File: src/riscv_pkg.sv
package riscv_pkg;

  localparam int XLEN = 64;

  // alu operation codes
  localparam logic [5:0] ALU_ADD   = 6'd0;
  localparam logic [5:0] ALU_SUB   = 6'd1;
  localparam logic [5:0] ALU_SLL   = 6'd2;
  localparam logic [5:0] ALU_SLT   = 6'd3;
  localparam logic [5:0] ALU_SLTU  = 6'd4;
  localparam logic [5:0] ALU_XOR   = 6'd5;
  localparam logic [5:0] ALU_SRL   = 6'd6;
  localparam logic [5:0] ALU_SRA   = 6'd7;
  localparam logic [5:0] ALU_OR    = 6'd8;
  localparam logic [5:0] ALU_AND   = 6'd9;
  localparam logic [5:0] ALU_ADDW  = 6'd10;
  localparam logic [5:0] ALU_SUBW  = 6'd11;
  localparam logic [5:0] ALU_PASSB = 6'd12; // lui

  localparam logic [1:0] FUNC_ALU = 2'd0;
  localparam logic [1:0] FUNC_MUL = 2'd1;

  // bit 3 enables, low bits are funct3
  localparam logic [3:0] BR_EQ  = 4'b1000;
  localparam logic [3:0] BR_NE  = 4'b1001;
  localparam logic [3:0] BR_LT  = 4'b1100;
  localparam logic [3:0] BR_GE  = 4'b1101;
  localparam logic [3:0] BR_LTU = 4'b1110;
  localparam logic [3:0] BR_GEU = 4'b1111;

  localparam logic [6:0] OP_JAL    = 7'b1101111;
  localparam logic [6:0] OP_JALR   = 7'b1100111;
  localparam logic [6:0] OP_BRANCH = 7'b1100011;

  localparam logic [2:0] LD_B  = 3'd0;
  localparam logic [2:0] LD_H  = 3'd1;
  localparam logic [2:0] LD_W  = 3'd2;
  localparam logic [2:0] LD_D  = 3'd3;
  localparam logic [2:0] LD_BU = 3'd4;
  localparam logic [2:0] LD_HU = 3'd5;
  localparam logic [2:0] LD_WU = 3'd6;

  localparam logic [1:0] ST_B = 2'd0;
  localparam logic [1:0] ST_H = 2'd1;
  localparam logic [1:0] ST_W = 2'd2;
  localparam logic [1:0] ST_D = 2'd3;

  // peripheral map, each window is 4 KiB above its base
  localparam int          PERIPH_WIN_W = 12;
  localparam logic [63:0] TIMER_BASE   = 64'h0000_0000_0200_4000;
  localparam logic [63:0] UART_BASE    = 64'h0000_0000_0200_5000;
  localparam logic [63:0] SEG_BASE     = 64'h0000_0000_0200_6000;
  localparam logic [63:0] LED_BASE     = 64'h0000_0000_0200_7000;

  localparam logic [2:0] MSEL_DCACHE = 3'd0;
  localparam logic [2:0] MSEL_TIMER  = 3'd1;
  localparam logic [2:0] MSEL_UART   = 3'd2;
  localparam logic [2:0] MSEL_SEG    = 3'd3;
  localparam logic [2:0] MSEL_LED    = 3'd4;

  localparam int MUL_CYCLES = 64;
  localparam int MUL_CNT_W  = $clog2(MUL_CYCLES + 1);

endpackage

File: src/riscv_alu.sv
`timescale 1ns/1ps

module riscv_alu import riscv_pkg::*; (
  input  logic [XLEN-1:0] i_a,
  input  logic [XLEN-1:0] i_b,
  input  logic [5:0]      i_op,
  output logic [XLEN-1:0] o_result
);

  logic [5:0]  shamt;
  logic [31:0] sum_w;
  logic [31:0] diff_w;

  assign shamt  = i_b[5:0];
  assign sum_w  = i_a[31:0] + i_b[31:0];
  assign diff_w = i_a[31:0] - i_b[31:0];

  always_comb begin
    case (i_op)
      ALU_ADD: begin
        o_result = i_a + i_b;
      end
      ALU_SUB: begin
        o_result = i_a - i_b;
      end
      ALU_SLL: begin
        o_result = i_a << shamt;
      end
      ALU_SLT: begin
        o_result = {{(XLEN-1){1'b0}}, $signed(i_a) < $signed(i_b)};
      end
      ALU_SLTU: begin
        o_result = {{(XLEN-1){1'b0}}, i_a < i_b};
      end
      ALU_XOR: begin
        o_result = i_a ^ i_b;
      end
      ALU_SRL: begin
        o_result = i_a >> shamt;
      end
      ALU_SRA: begin
        o_result = $signed(i_a) >>> shamt; // arithmetic, keeps sign
      end
      ALU_OR: begin
        o_result = i_a | i_b;
      end
      ALU_AND: begin
        o_result = i_a & i_b;
      end
      ALU_ADDW: begin
        o_result = {{(XLEN-32){sum_w[31]}}, sum_w};
      end
      ALU_SUBW: begin
        o_result = {{(XLEN-32){diff_w[31]}}, diff_w};
      end
      ALU_PASSB: begin
        o_result = i_b;
      end
      default: begin
        o_result = '0;
      end
    endcase
  end

endmodule

File: src/riscv_mul.sv
`timescale 1ns/1ps

module riscv_mul import riscv_pkg::*; (
  input  logic            i_clk,
  input  logic            i_rst,
  input  logic            i_start,
  input  logic [XLEN-1:0] i_a,
  input  logic [XLEN-1:0] i_b,
  output logic            o_busy,
  output logic            o_done,
  output logic [XLEN-1:0] o_product
);

  logic [XLEN-1:0]      mcand;
  logic [XLEN-1:0]      mplier;
  logic [XLEN-1:0]      acc;
  logic [MUL_CNT_W-1:0] count;
  logic                 last;
  logic                 launch;

  assign last      = (count == MUL_CNT_W'(MUL_CYCLES));
  assign launch    = !o_busy && !o_done && i_start;
  assign o_product = acc;

  always_ff @(posedge i_clk) begin
    if (i_rst) begin
      o_busy <= 1'b0;
      o_done <= 1'b0;
      count  <= '0;
    end else if (o_busy) begin
      if (last) begin
        o_busy <= 1'b0;
        o_done <= 1'b1;
      end else begin
        count <= count + 1'b1;
      end
    end else if (o_done) begin
      o_done <= i_start; // held while the stage is stalled
    end else if (i_start) begin
      o_busy <= 1'b1;
      count  <= '0;
    end
  end

  // one multiplier bit per cycle, lsb first
  always_ff @(posedge i_clk) begin
    if (launch) begin
      mcand  <= i_a;
      mplier <= i_b;
      acc    <= '0;
    end else if (o_busy && !last) begin
      if (mplier[0]) begin
        acc <= acc + mcand;
      end
      mcand  <= mcand << 1;
      mplier <= mplier >> 1;
    end
  end

  a_busy_done_excl: assert property (@(posedge i_clk) disable iff (i_rst)
    !(o_busy && o_done));

  a_done_holds: assert property (@(posedge i_clk) disable iff (i_rst)
    $fell(o_done) |-> ($past(i_start) == 1'b0));

endmodule

File: src/riscv_icu.sv
`timescale 1ns/1ps

module riscv_icu import riscv_pkg::*; (
  input  logic            i_clk,
  input  logic            i_rst,
  input  logic [XLEN-1:0] i_rs1data,
  input  logic [XLEN-1:0] i_rs2data,
  input  logic [XLEN-1:0] i_alurs1data,
  input  logic [XLEN-1:0] i_alurs2data,
  input  logic [3:0]      i_bcond,
  input  logic [3:0]      i_mulctrl,
  input  logic [5:0]      i_aluctrl,
  input  logic [1:0]      i_funcsel,
  output logic            o_branch_taken,
  output logic            o_valid,
  output logic [XLEN-1:0] o_result
);

  logic [XLEN-1:0] alu_result;
  logic [XLEN-1:0] mul_product;
  logic            mul_start;
  logic            mul_busy;
  logic            mul_done;
  logic            eq;
  logic            lt;
  logic            ltu;

  assign mul_start = (i_funcsel == FUNC_MUL) && i_mulctrl[3];

  riscv_alu u_alu (
    .i_a      (i_alurs1data),
    .i_b      (i_alurs2data),
    .i_op     (i_aluctrl),
    .o_result (alu_result)
  );

  riscv_mul u_mul (
    .i_clk     (i_clk),
    .i_rst     (i_rst),
    .i_start   (mul_start),
    .i_a       (i_rs1data),
    .i_b       (i_rs2data),
    .o_busy    (mul_busy),
    .o_done    (mul_done),
    .o_product (mul_product)
  );

  // branch comparator on forwarded registers
  assign eq  = (i_rs1data == i_rs2data);
  assign lt  = ($signed(i_rs1data) < $signed(i_rs2data));
  assign ltu = (i_rs1data < i_rs2data);

  always_comb begin
    case (i_bcond)
      BR_EQ:   o_branch_taken = eq;
      BR_NE:   o_branch_taken = !eq;
      BR_LT:   o_branch_taken = lt;
      BR_GE:   o_branch_taken = !lt;
      BR_LTU:  o_branch_taken = ltu;
      BR_GEU:  o_branch_taken = !ltu;
      default: o_branch_taken = 1'b0; // includes enable low
    endcase
  end

  always_comb begin
    if (i_funcsel == FUNC_MUL) begin
      o_result = mul_product;
      o_valid  = mul_done;
    end else begin
      o_result = alu_result;
      o_valid  = !mul_busy; // a multiply still in flight blocks it
    end
  end

  a_no_branch_disabled: assert property (@(posedge i_clk) disable iff (i_rst)
    !i_bcond[3] |-> !o_branch_taken);

endmodule

File: src/riscv_lsu.sv
`timescale 1ns/1ps

module riscv_lsu import riscv_pkg::*; (
  input  logic            i_globstall,
  input  logic [XLEN-1:0] i_address,
  input  logic            i_dcache_wren,
  input  logic            i_dcache_rden,
  input  logic            i_goto_trap,
  input  logic [1:0]      i_return_trap,
  output logic            o_dcache_wren,
  output logic            o_dcache_rden,
  output logic [XLEN-1:0] o_phy_address,
  output logic            o_timer_wren,
  output logic            o_timer_rden,
  output logic [1:0]      o_timer_regsel,
  output logic            o_uart_tx_valid,
  output logic            o_seg_en,
  output logic            o_led_en,
  output logic [2:0]      o_mstage_mux_sel
);

  logic [XLEN-PERIPH_WIN_W-1:0] page;
  logic                         timer_hit;
  logic                         uart_hit;
  logic                         seg_hit;
  logic                         led_hit;
  logic                         periph_hit;
  logic                         kill;
  logic                         side_ok;

  assign page       = i_address[XLEN-1:PERIPH_WIN_W];
  assign timer_hit  = (page == TIMER_BASE[XLEN-1:PERIPH_WIN_W]);
  assign uart_hit   = (page == UART_BASE[XLEN-1:PERIPH_WIN_W]);
  assign seg_hit    = (page == SEG_BASE[XLEN-1:PERIPH_WIN_W]);
  assign led_hit    = (page == LED_BASE[XLEN-1:PERIPH_WIN_W]);
  assign periph_hit = timer_hit || uart_hit || seg_hit || led_hit;

  assign kill    = i_goto_trap || (|i_return_trap);
  assign side_ok = !kill && !i_globstall; // stalled store must not repeat

  assign o_dcache_wren   = i_dcache_wren && !periph_hit && !kill;
  assign o_dcache_rden   = i_dcache_rden && !periph_hit && !kill;
  assign o_phy_address   = i_address;
  assign o_timer_wren    = i_dcache_wren && timer_hit && side_ok;
  assign o_timer_rden    = i_dcache_rden && timer_hit && !kill;
  assign o_timer_regsel  = i_address[4:3];
  assign o_uart_tx_valid = i_dcache_wren && uart_hit && side_ok;
  assign o_seg_en        = i_dcache_wren && seg_hit && side_ok;
  assign o_led_en        = i_dcache_wren && led_hit && side_ok;

  always_comb begin
    if (timer_hit) begin
      o_mstage_mux_sel = MSEL_TIMER;
    end else if (uart_hit) begin
      o_mstage_mux_sel = MSEL_UART;
    end else if (seg_hit) begin
      o_mstage_mux_sel = MSEL_SEG;
    end else if (led_hit) begin
      o_mstage_mux_sel = MSEL_LED;
    end else begin
      o_mstage_mux_sel = MSEL_DCACHE;
    end
  end

  always_comb begin
    a_one_write: assert ($onehot0({o_dcache_wren, o_timer_wren, o_uart_tx_valid,
                                   o_seg_en, o_led_en}))
      else $error("lsu: more than one write strobe");
  end

endmodule

File: src/riscv_misalignment_unit.sv
`timescale 1ns/1ps

module riscv_misalignment_unit import riscv_pkg::*; (
  input  logic [6:0]      i_opcode,
  input  logic [XLEN-1:0] i_icu_result,
  input  logic            i_branch_taken,
  input  logic [2:0]      i_load_sel,
  input  logic [1:0]      i_store_sel,
  input  logic            i_memr,
  input  logic            i_memw,
  output logic            o_store_addr_misaligned,
  output logic            o_load_addr_misaligned,
  output logic            o_inst_addr_misaligned
);

  logic [2:0] offs;
  logic       is_jump;
  logic       ld_bad;
  logic       st_bad;

  assign offs    = i_icu_result[2:0];
  assign is_jump = (i_opcode == OP_JAL) || (i_opcode == OP_JALR) ||
                   ((i_opcode == OP_BRANCH) && i_branch_taken);

  always_comb begin
    case (i_load_sel)
      LD_H, LD_HU: ld_bad = offs[0];
      LD_W, LD_WU: ld_bad = |offs[1:0];
      LD_D:        ld_bad = |offs;
      default:     ld_bad = 1'b0; // bytes never misalign
    endcase
    case (i_store_sel)
      ST_B:    st_bad = 1'b0;
      ST_H:    st_bad = offs[0];
      ST_W:    st_bad = |offs[1:0];
      default: st_bad = |offs;
    endcase
  end

  assign o_inst_addr_misaligned  = is_jump && (|offs[1:0]); // no rvc, 4-byte targets
  assign o_load_addr_misaligned  = i_memr && ld_bad;
  assign o_store_addr_misaligned = i_memw && st_bad;

endmodule

File: src/riscv_estage.sv
`timescale 1ns/1ps

module riscv_estage import riscv_pkg::*; (
  input  logic            i_riscv_estage_clk,
  input  logic            i_rst,
  input  logic            i_globstall,
  input  logic [1:0]      i_fwda,
  input  logic [1:0]      i_fwdb,
  input  logic            i_oprnd1sel,
  input  logic            i_oprnd2sel,
  input  logic [5:0]      i_aluctrl,
  input  logic [3:0]      i_mulctrl,
  input  logic [1:0]      i_funcsel,
  input  logic [3:0]      i_bcond,
  input  logic            i_imm_reg,
  input  logic [2:0]      i_memext,
  input  logic [6:0]      i_opcode,
  input  logic [1:0]      i_storesrc,
  input  logic            i_memw,
  input  logic            i_memr,
  input  logic            i_gtrap,
  input  logic [1:0]      i_rtrap,
  input  logic [XLEN-1:0] i_imm_m,
  input  logic [XLEN-1:0] i_rs1data,
  input  logic [XLEN-1:0] i_rs2data,
  input  logic [XLEN-1:0] i_rdata_wb,
  input  logic [XLEN-1:0] i_rddata_m,
  input  logic [XLEN-1:0] i_pc,
  input  logic [XLEN-1:0] i_simm,
  input  logic [XLEN-1:0] i_immextended,
  output logic [XLEN-1:0] o_result,
  output logic [XLEN-1:0] o_store_data,
  output logic            o_branchtaken,
  output logic            o_mul_en,
  output logic            o_icu_valid,
  output logic [XLEN-1:0] o_csrwritedata,
  output logic            o_inst_addr_misaligned,
  output logic            o_store_addr_misaligned,
  output logic            o_load_addr_misaligned,
  output logic            o_dcache_wren,
  output logic            o_dcache_rden,
  output logic [XLEN-1:0] o_dcache_addr,
  output logic            o_timer_wren,
  output logic            o_timer_rden,
  output logic [1:0]      o_timer_regsel,
  output logic            o_uart_tx_valid,
  output logic            o_seg_en,
  output logic            o_led_en,
  output logic [2:0]      o_mstage_mux_sel
);

  logic [XLEN-1:0] fwd_a;
  logic [XLEN-1:0] fwd_b;
  logic [XLEN-1:0] oprnd_a;
  logic [XLEN-1:0] oprnd_b;

  // forwarding selects
  always_comb begin
    case (i_fwda)
      2'd0:    fwd_a = i_rs1data;
      2'd1:    fwd_a = i_rdata_wb;
      2'd2:    fwd_a = i_rddata_m;
      default: fwd_a = i_imm_m;
    endcase
    case (i_fwdb)
      2'd0:    fwd_b = i_rs2data;
      2'd1:    fwd_b = i_rdata_wb;
      2'd2:    fwd_b = i_rddata_m;
      default: fwd_b = i_imm_m;
    endcase
  end

  assign oprnd_a        = i_oprnd1sel ? fwd_a : i_pc;
  assign oprnd_b        = i_oprnd2sel ? i_simm : fwd_b;
  assign o_csrwritedata = i_imm_reg ? i_immextended : fwd_a; // csr*i uses zimm
  assign o_store_data   = fwd_b;
  assign o_mul_en       = i_mulctrl[3];

  riscv_icu u_icu (
    .i_clk          (i_riscv_estage_clk),
    .i_rst          (i_rst),
    .i_rs1data      (fwd_a),
    .i_rs2data      (fwd_b),
    .i_alurs1data   (oprnd_a),
    .i_alurs2data   (oprnd_b),
    .i_bcond        (i_bcond),
    .i_mulctrl      (i_mulctrl),
    .i_aluctrl      (i_aluctrl),
    .i_funcsel      (i_funcsel),
    .o_branch_taken (o_branchtaken),
    .o_valid        (o_icu_valid),
    .o_result       (o_result)
  );

  riscv_lsu u_riscv_lsu (
    .i_globstall      (i_globstall),
    .i_address        (o_result),
    .i_dcache_wren    (i_memw),
    .i_dcache_rden    (i_memr),
    .i_goto_trap      (i_gtrap),
    .i_return_trap    (i_rtrap),
    .o_dcache_wren    (o_dcache_wren),
    .o_dcache_rden    (o_dcache_rden),
    .o_phy_address    (o_dcache_addr),
    .o_timer_wren     (o_timer_wren),
    .o_timer_rden     (o_timer_rden),
    .o_timer_regsel   (o_timer_regsel),
    .o_uart_tx_valid  (o_uart_tx_valid),
    .o_seg_en         (o_seg_en),
    .o_led_en         (o_led_en),
    .o_mstage_mux_sel (o_mstage_mux_sel)
  );

  riscv_misalignment_unit u_riscv_misalignment_unit (
    .i_opcode                (i_opcode),
    .i_icu_result            (o_result),
    .i_branch_taken          (o_branchtaken),
    .i_load_sel              (i_memext),
    .i_store_sel             (i_storesrc),
    .i_memr                  (i_memr),
    .i_memw                  (i_memw),
    .o_store_addr_misaligned (o_store_addr_misaligned),
    .o_load_addr_misaligned  (o_load_addr_misaligned),
    .o_inst_addr_misaligned  (o_inst_addr_misaligned)
  );

endmodule

File: config.mk
export PLATFORM = sky130hd
export DESIGN_NAME = riscv_estage
export DESIGN_NICKNAME = d
export VERILOG_FILES = /design/src/riscv_pkg.sv /design/src/riscv_alu.sv /design/src/riscv_mul.sv /design/src/riscv_icu.sv /design/src/riscv_lsu.sv /design/src/riscv_misalignment_unit.sv /design/src/riscv_estage.sv
export SDC_FILE = /design/constraint.sdc
export NUM_CORES = 2
export LEC_CHECK = 0
export BUFFER_PORTS_ARGS = -buffer_cell sky130_fd_sc_hd__buf_4
export CORE_AREA = 5 5 323 325
export CTS_BUF_LIST = sky130_fd_sc_hd__clkbuf_8
export CTS_CLUSTER_DIAMETER = 200
export DETAILED_ROUTE_END_ITERATION = 12
export DIE_AREA = 0 0 328 330
export PLACE_DENSITY = 0.69
export SLEW_MARGIN = 15
export SYNTH_ARGS = -nofsm -noshare
export SYNTH_HDL_FRONTEND = slang
export SYNTH_SLANG_ARGS = --single-unit
File: constraint.sdc
create_clock -name i_riscv_estage_clk -period 22.9 [get_ports i_riscv_estage_clk]
set_input_delay 2.29 -clock i_riscv_estage_clk [delete_from_list [all_inputs] [get_ports i_riscv_estage_clk]]
set_output_delay 2.29 -clock i_riscv_estage_clk [all_outputs]
set_load 0.1 [all_outputs]
==> run summary <==
The post-synthesis sequential element count is 201. Count of pins on the block boundary: 829. The logs give 12.7% for the sequential share of the synthesized area and 9742 for the count of routing violations after the opening detailed-route iteration.

The number of H-tree levels was 1; the average cell area after synthesis was 7.32 um2. The run gives 52.9% as the aggregate global-route resource usage. The largest net degree at the start of global routing was 119; the final HPWL from detailed placement was 247 mm. For the number of buffers added by the clock tree synthesis step, the log shows 29.

The logs give 6618 for the net count after synthesis and 41900 um2 for the post-synthesis instance area. The analysis attributes to cell leakage a power of 21.5 nW. The worst register-to-register path has a depth of 15. After clock tree synthesis, the flow added hold-fix buffers numbering 0. In this run the remaining antenna-violating nets after routing total 0. The number of max-cap violations is 0. The final layout contains routed wiring with a total length of 304 mm. At the later pin of the worst-skew pair, clock insertion delay measures 0.64 ns.

The run gives 50800 as the number of global-route vias before repair. VDD sags by at most 50.1 uV. The die covers 108000 um2. The number of instances on the worst hold path came out at 2.

In this run, post-CTS repair resized a total of 0 instances. For the final routed database, the setup TNS stands at 0 ns. In the synthesized netlist, the cells that appear most often are sky130_fd_sc_hd__nand2_1 (725), sky130_fd_sc_hd__o21ai_0 (483), sky130_fd_sc_hd__a21oi_1 (465). In this run the core area contains 117 standard-cell rows.

The worst path in the final design needs a cycle of 14.30 ns, including I/O delays and setup. The number of vias per cell works out to 7.17. The y dimension of the die was 330 um; the detailed-router iteration count before antenna repair was 9. The area share of the largest cell type after synthesis was 10.1%.

In the synthesized netlist the dominant register cell turns out to be sky130_fd_sc_hd__edfxtp_1. The fraction of synthesis flops using an asynchronous set or reset pin works out to 0%. The class of the tightest hold or removal check was flip-flop to flip-flop. In the final routed layout, each cell accounts on average for 39.6 um.

TritonCTS built the clock tree. The count of final max-slew check failures was 0; the starting utilization of the core area was 41.4%. For the count of non-filler cells in the finished layout, the log shows 7658. For this run, design rule violations remaining after detail routing come to 0. Number of port buffers: 825. For the global-route wire length before repair, the log shows 408 mm. STA classifies the critical path startpoint as a primary input. The fraction of layout instances using a drive strength above 1 was 22.0%. Kind of critical path: primary input to output pin. Ranked by total cell area, the synthesized netlist is headed by sky130_fd_sc_hd__ha_1 (10%), sky130_fd_sc_hd__edfxtp_1 (9.2%), sky130_fd_sc_hd__mux4_2 (6.8%). Setup repair after global routing left no endpoint under its margin.

The maximum fanout along the worst path is 56. The number of hold-slack violations in the final timing report was 0; the critical path data required time was 20.61 ns. Counting flops with a built-in enable in the synthesized netlist gives 128. The horizontal die dimension is 328 um, and the maximum frequency from static timing analysis is 69.9 MHz. The post-route fraction of the period consumed by the critical path works out to 62.4%. The number of antenna violations at the first check in global routing came out at 35. For the worst setup path, the data arrival time is 12.01 ns. Clock tree synthesis found a total of 201 sinks.

The cell count after synthesis came out at 5722. The clock slew at the register clock pins of the worst setup and hold paths is 0.07 ns, and the final core utilization is 48.9%. The worst setup path is captured at an output pin. For this design the ratio of total power to cell area is 66.6 nW/um2.

The flow ran to the end, and the final reports show no timing, DRC or antenna violations. The tools report the final estimated routing congestion in global placement as 1.13. The layout overhead on the synthesized area is 18.1%, and the count of warnings emitted by yosys is 0. For this run, the post-layout net count is 7136. Once placement completed, the tool counted placed cells totaling 7577.

Between clock sinks in the finished design, the worst skew comes to 0.0558 ns. The root cell of the clock tree was sky130_fd_sc_hd__clkbuf_8. Summed over all layers, the global routing overflow is 0. For the final setup violation count, the log shows 0.

The floorplan step defined a core boundary enclosing 101000 um2. The total setup buffers inserted after CTS was 0. The detailed router placed 54900 vias in this run.

Summed over all instances, the cell type with the most area after synthesis is sky130_fd_sc_hd__ha_1. The number of distinct library cell variants in the gate-level netlist after synthesis is 105. In the post-synthesis netlist, the cell with the most instances is sky130_fd_sc_hd__nand2_1.

At the pin with the least slew margin, the transition time is 1.43 ns. No sink is reached through more buffers than the 3 on the longest clock path. Measured against its own limit, the worst slew margin works out to 3.85%.
[worst paths after layout]
kind	slack, ns	start	end
min	0.48	u_icu.u_mul.o_product[44]	u_icu.u_mul.o_product[44]
min reg2reg	0.48	u_icu.u_mul.o_product[44]	u_icu.u_mul.o_product[44]
max reg2reg	17.70	u_icu.u_mul.mcand[14]	u_icu.u_mul.o_product[63]
max	8.60	i_fwdb[0]	o_dcache_rden
[worst max-delay path: stages]
cell	delay, ns
sky130_fd_sc_hd__buf_4	0.68
sky130_fd_sc_hd__mux2i_1	0.72
sky130_fd_sc_hd__a221oi_4	0.11
sky130_fd_sc_hd__buf_4	0.36
sky130_fd_sc_hd__inv_4	0.67
sky130_fd_sc_hd__ha_1	0.35
sky130_fd_sc_hd__nand2b_1	0.13
sky130_fd_sc_hd__o2111ai_1	0.23
sky130_fd_sc_hd__a21oi_1	0.71
sky130_fd_sc_hd__o211ai_1	0.53
sky130_fd_sc_hd__a31oi_1	0.55
sky130_fd_sc_hd__mux2i_1	0.22
sky130_fd_sc_hd__nor2_1	0.61
sky130_fd_sc_hd__o21ai_0	0.51
sky130_fd_sc_hd__o41ai_1	0.64
sky130_fd_sc_hd__nand4_1	0.16
sky130_fd_sc_hd__nor4_1	0.41
sky130_fd_sc_hd__nand4_1	0.47
sky130_fd_sc_hd__nor4_1	1.14
sky130_fd_sc_hd__nor2_1	0.15
sky130_fd_sc_hd__buf_4	0.29
[layout by cell type, fill, tap and decap left out, drive strengths merged, types with 27 or more instances in the layout]
master / Yosys / final
nand3: 139 / 139
ha: 338 / 338
o211ai: 91 / 91
mux2i: 244 / 244
o22ai: 174 / 174
mux4: 126 / 126
or3: 28 / 28
xor2: 29 / 29
a221oi: 57 / 57
nor2b: 32 / 32
mux2: 152 / 152
clkbuf: 272 / 35
a22oi: 43 / 43
nor3: 122 / 122
nand2: 727 / 727
a31oi: 59 / 59
o21a: 34 / 34
nor4: 73 / 73
a211oi: 74 / 74
nand4: 69 / 69
nor2: 453 / 453
xnor2: 69 / 69
o221ai: 66 / 66
inv: 310 / 319
o21ai: 503 / 503
a21o: 111 / 111
o31ai: 42 / 42
diode: 0 / 27
nand2b: 31 / 31
and2: 29 / 29
a21oi: 465 / 465
buf: 193 / 952
o21bai: 48 / 48
dfxtp: 73 / 73
edfxtp: 128 / 128
[cell type report]
class / count / area [um2]
flip-flops and latches: 201 / 5310
multi-input cells: 4746 / 33300
clock inverters: 19 / 209
diodes: 27 / 67.6
fillers: 10200 / 51700
repair buffers: 952 / 7180
well taps: 1368 / 1710
clock buffers: 35 / 482
inverters: 310 / 1180
[state kept, by name, summed over array words and instances (netlist names)]
signal                 cells
u_icu.u_mul.count          7
u_icu.u_mul.o_busy         1
u_icu.u_mul.o_product     64
u_icu.u_mul.mplier        64
u_icu.u_mul.mcand         64
u_icu.u_mul.o_done         1
[through the flow]
stage	area [um2]	setup WS, ns	hold slack, ns	power, mW
after floorplan	41900	7.63	0.444	2.00
after global placement	48700	9.27	0.457	2.80
after detailed placement	48700	9.18	0.466	2.81
after CTS	49400	9.17	0.476	3.17
after global routing	49400	8.73	0.506	3.37
final	49500	8.60	0.477	3.30
[power breakdown]
group / internal [mW] / switching, mW / total [mW]
registers: 0.437 / 0.0557 / 0.492
clock network: 0.195 / 0.165 / 0.360
logic: 0.689 / 1.76 / 2.45
total: 1.32 / 1.98 / 3.30
[logic make-up after synthesis]
logic type,share of synthesized area (%)
AOI/OAI and AO/OA,30.7
xor gates and xnor gates,2.05
adders and majority gates,10.2
buffers and inverters,8.11
DFF,12.7
muxes,17.0
and+or+nand+nor,19.3
[metal layers]
metal,vias to the layer above,wire length (um),track usage [%]
li1,22600,-,-
met1,26100,107000,62.6
met2,4905,119000,75.2
met3,1231,41700,19.4
met4,16,35300,46.6
met5,-,116,0
No activity file was read; power rests on OpenSTA's default activity.
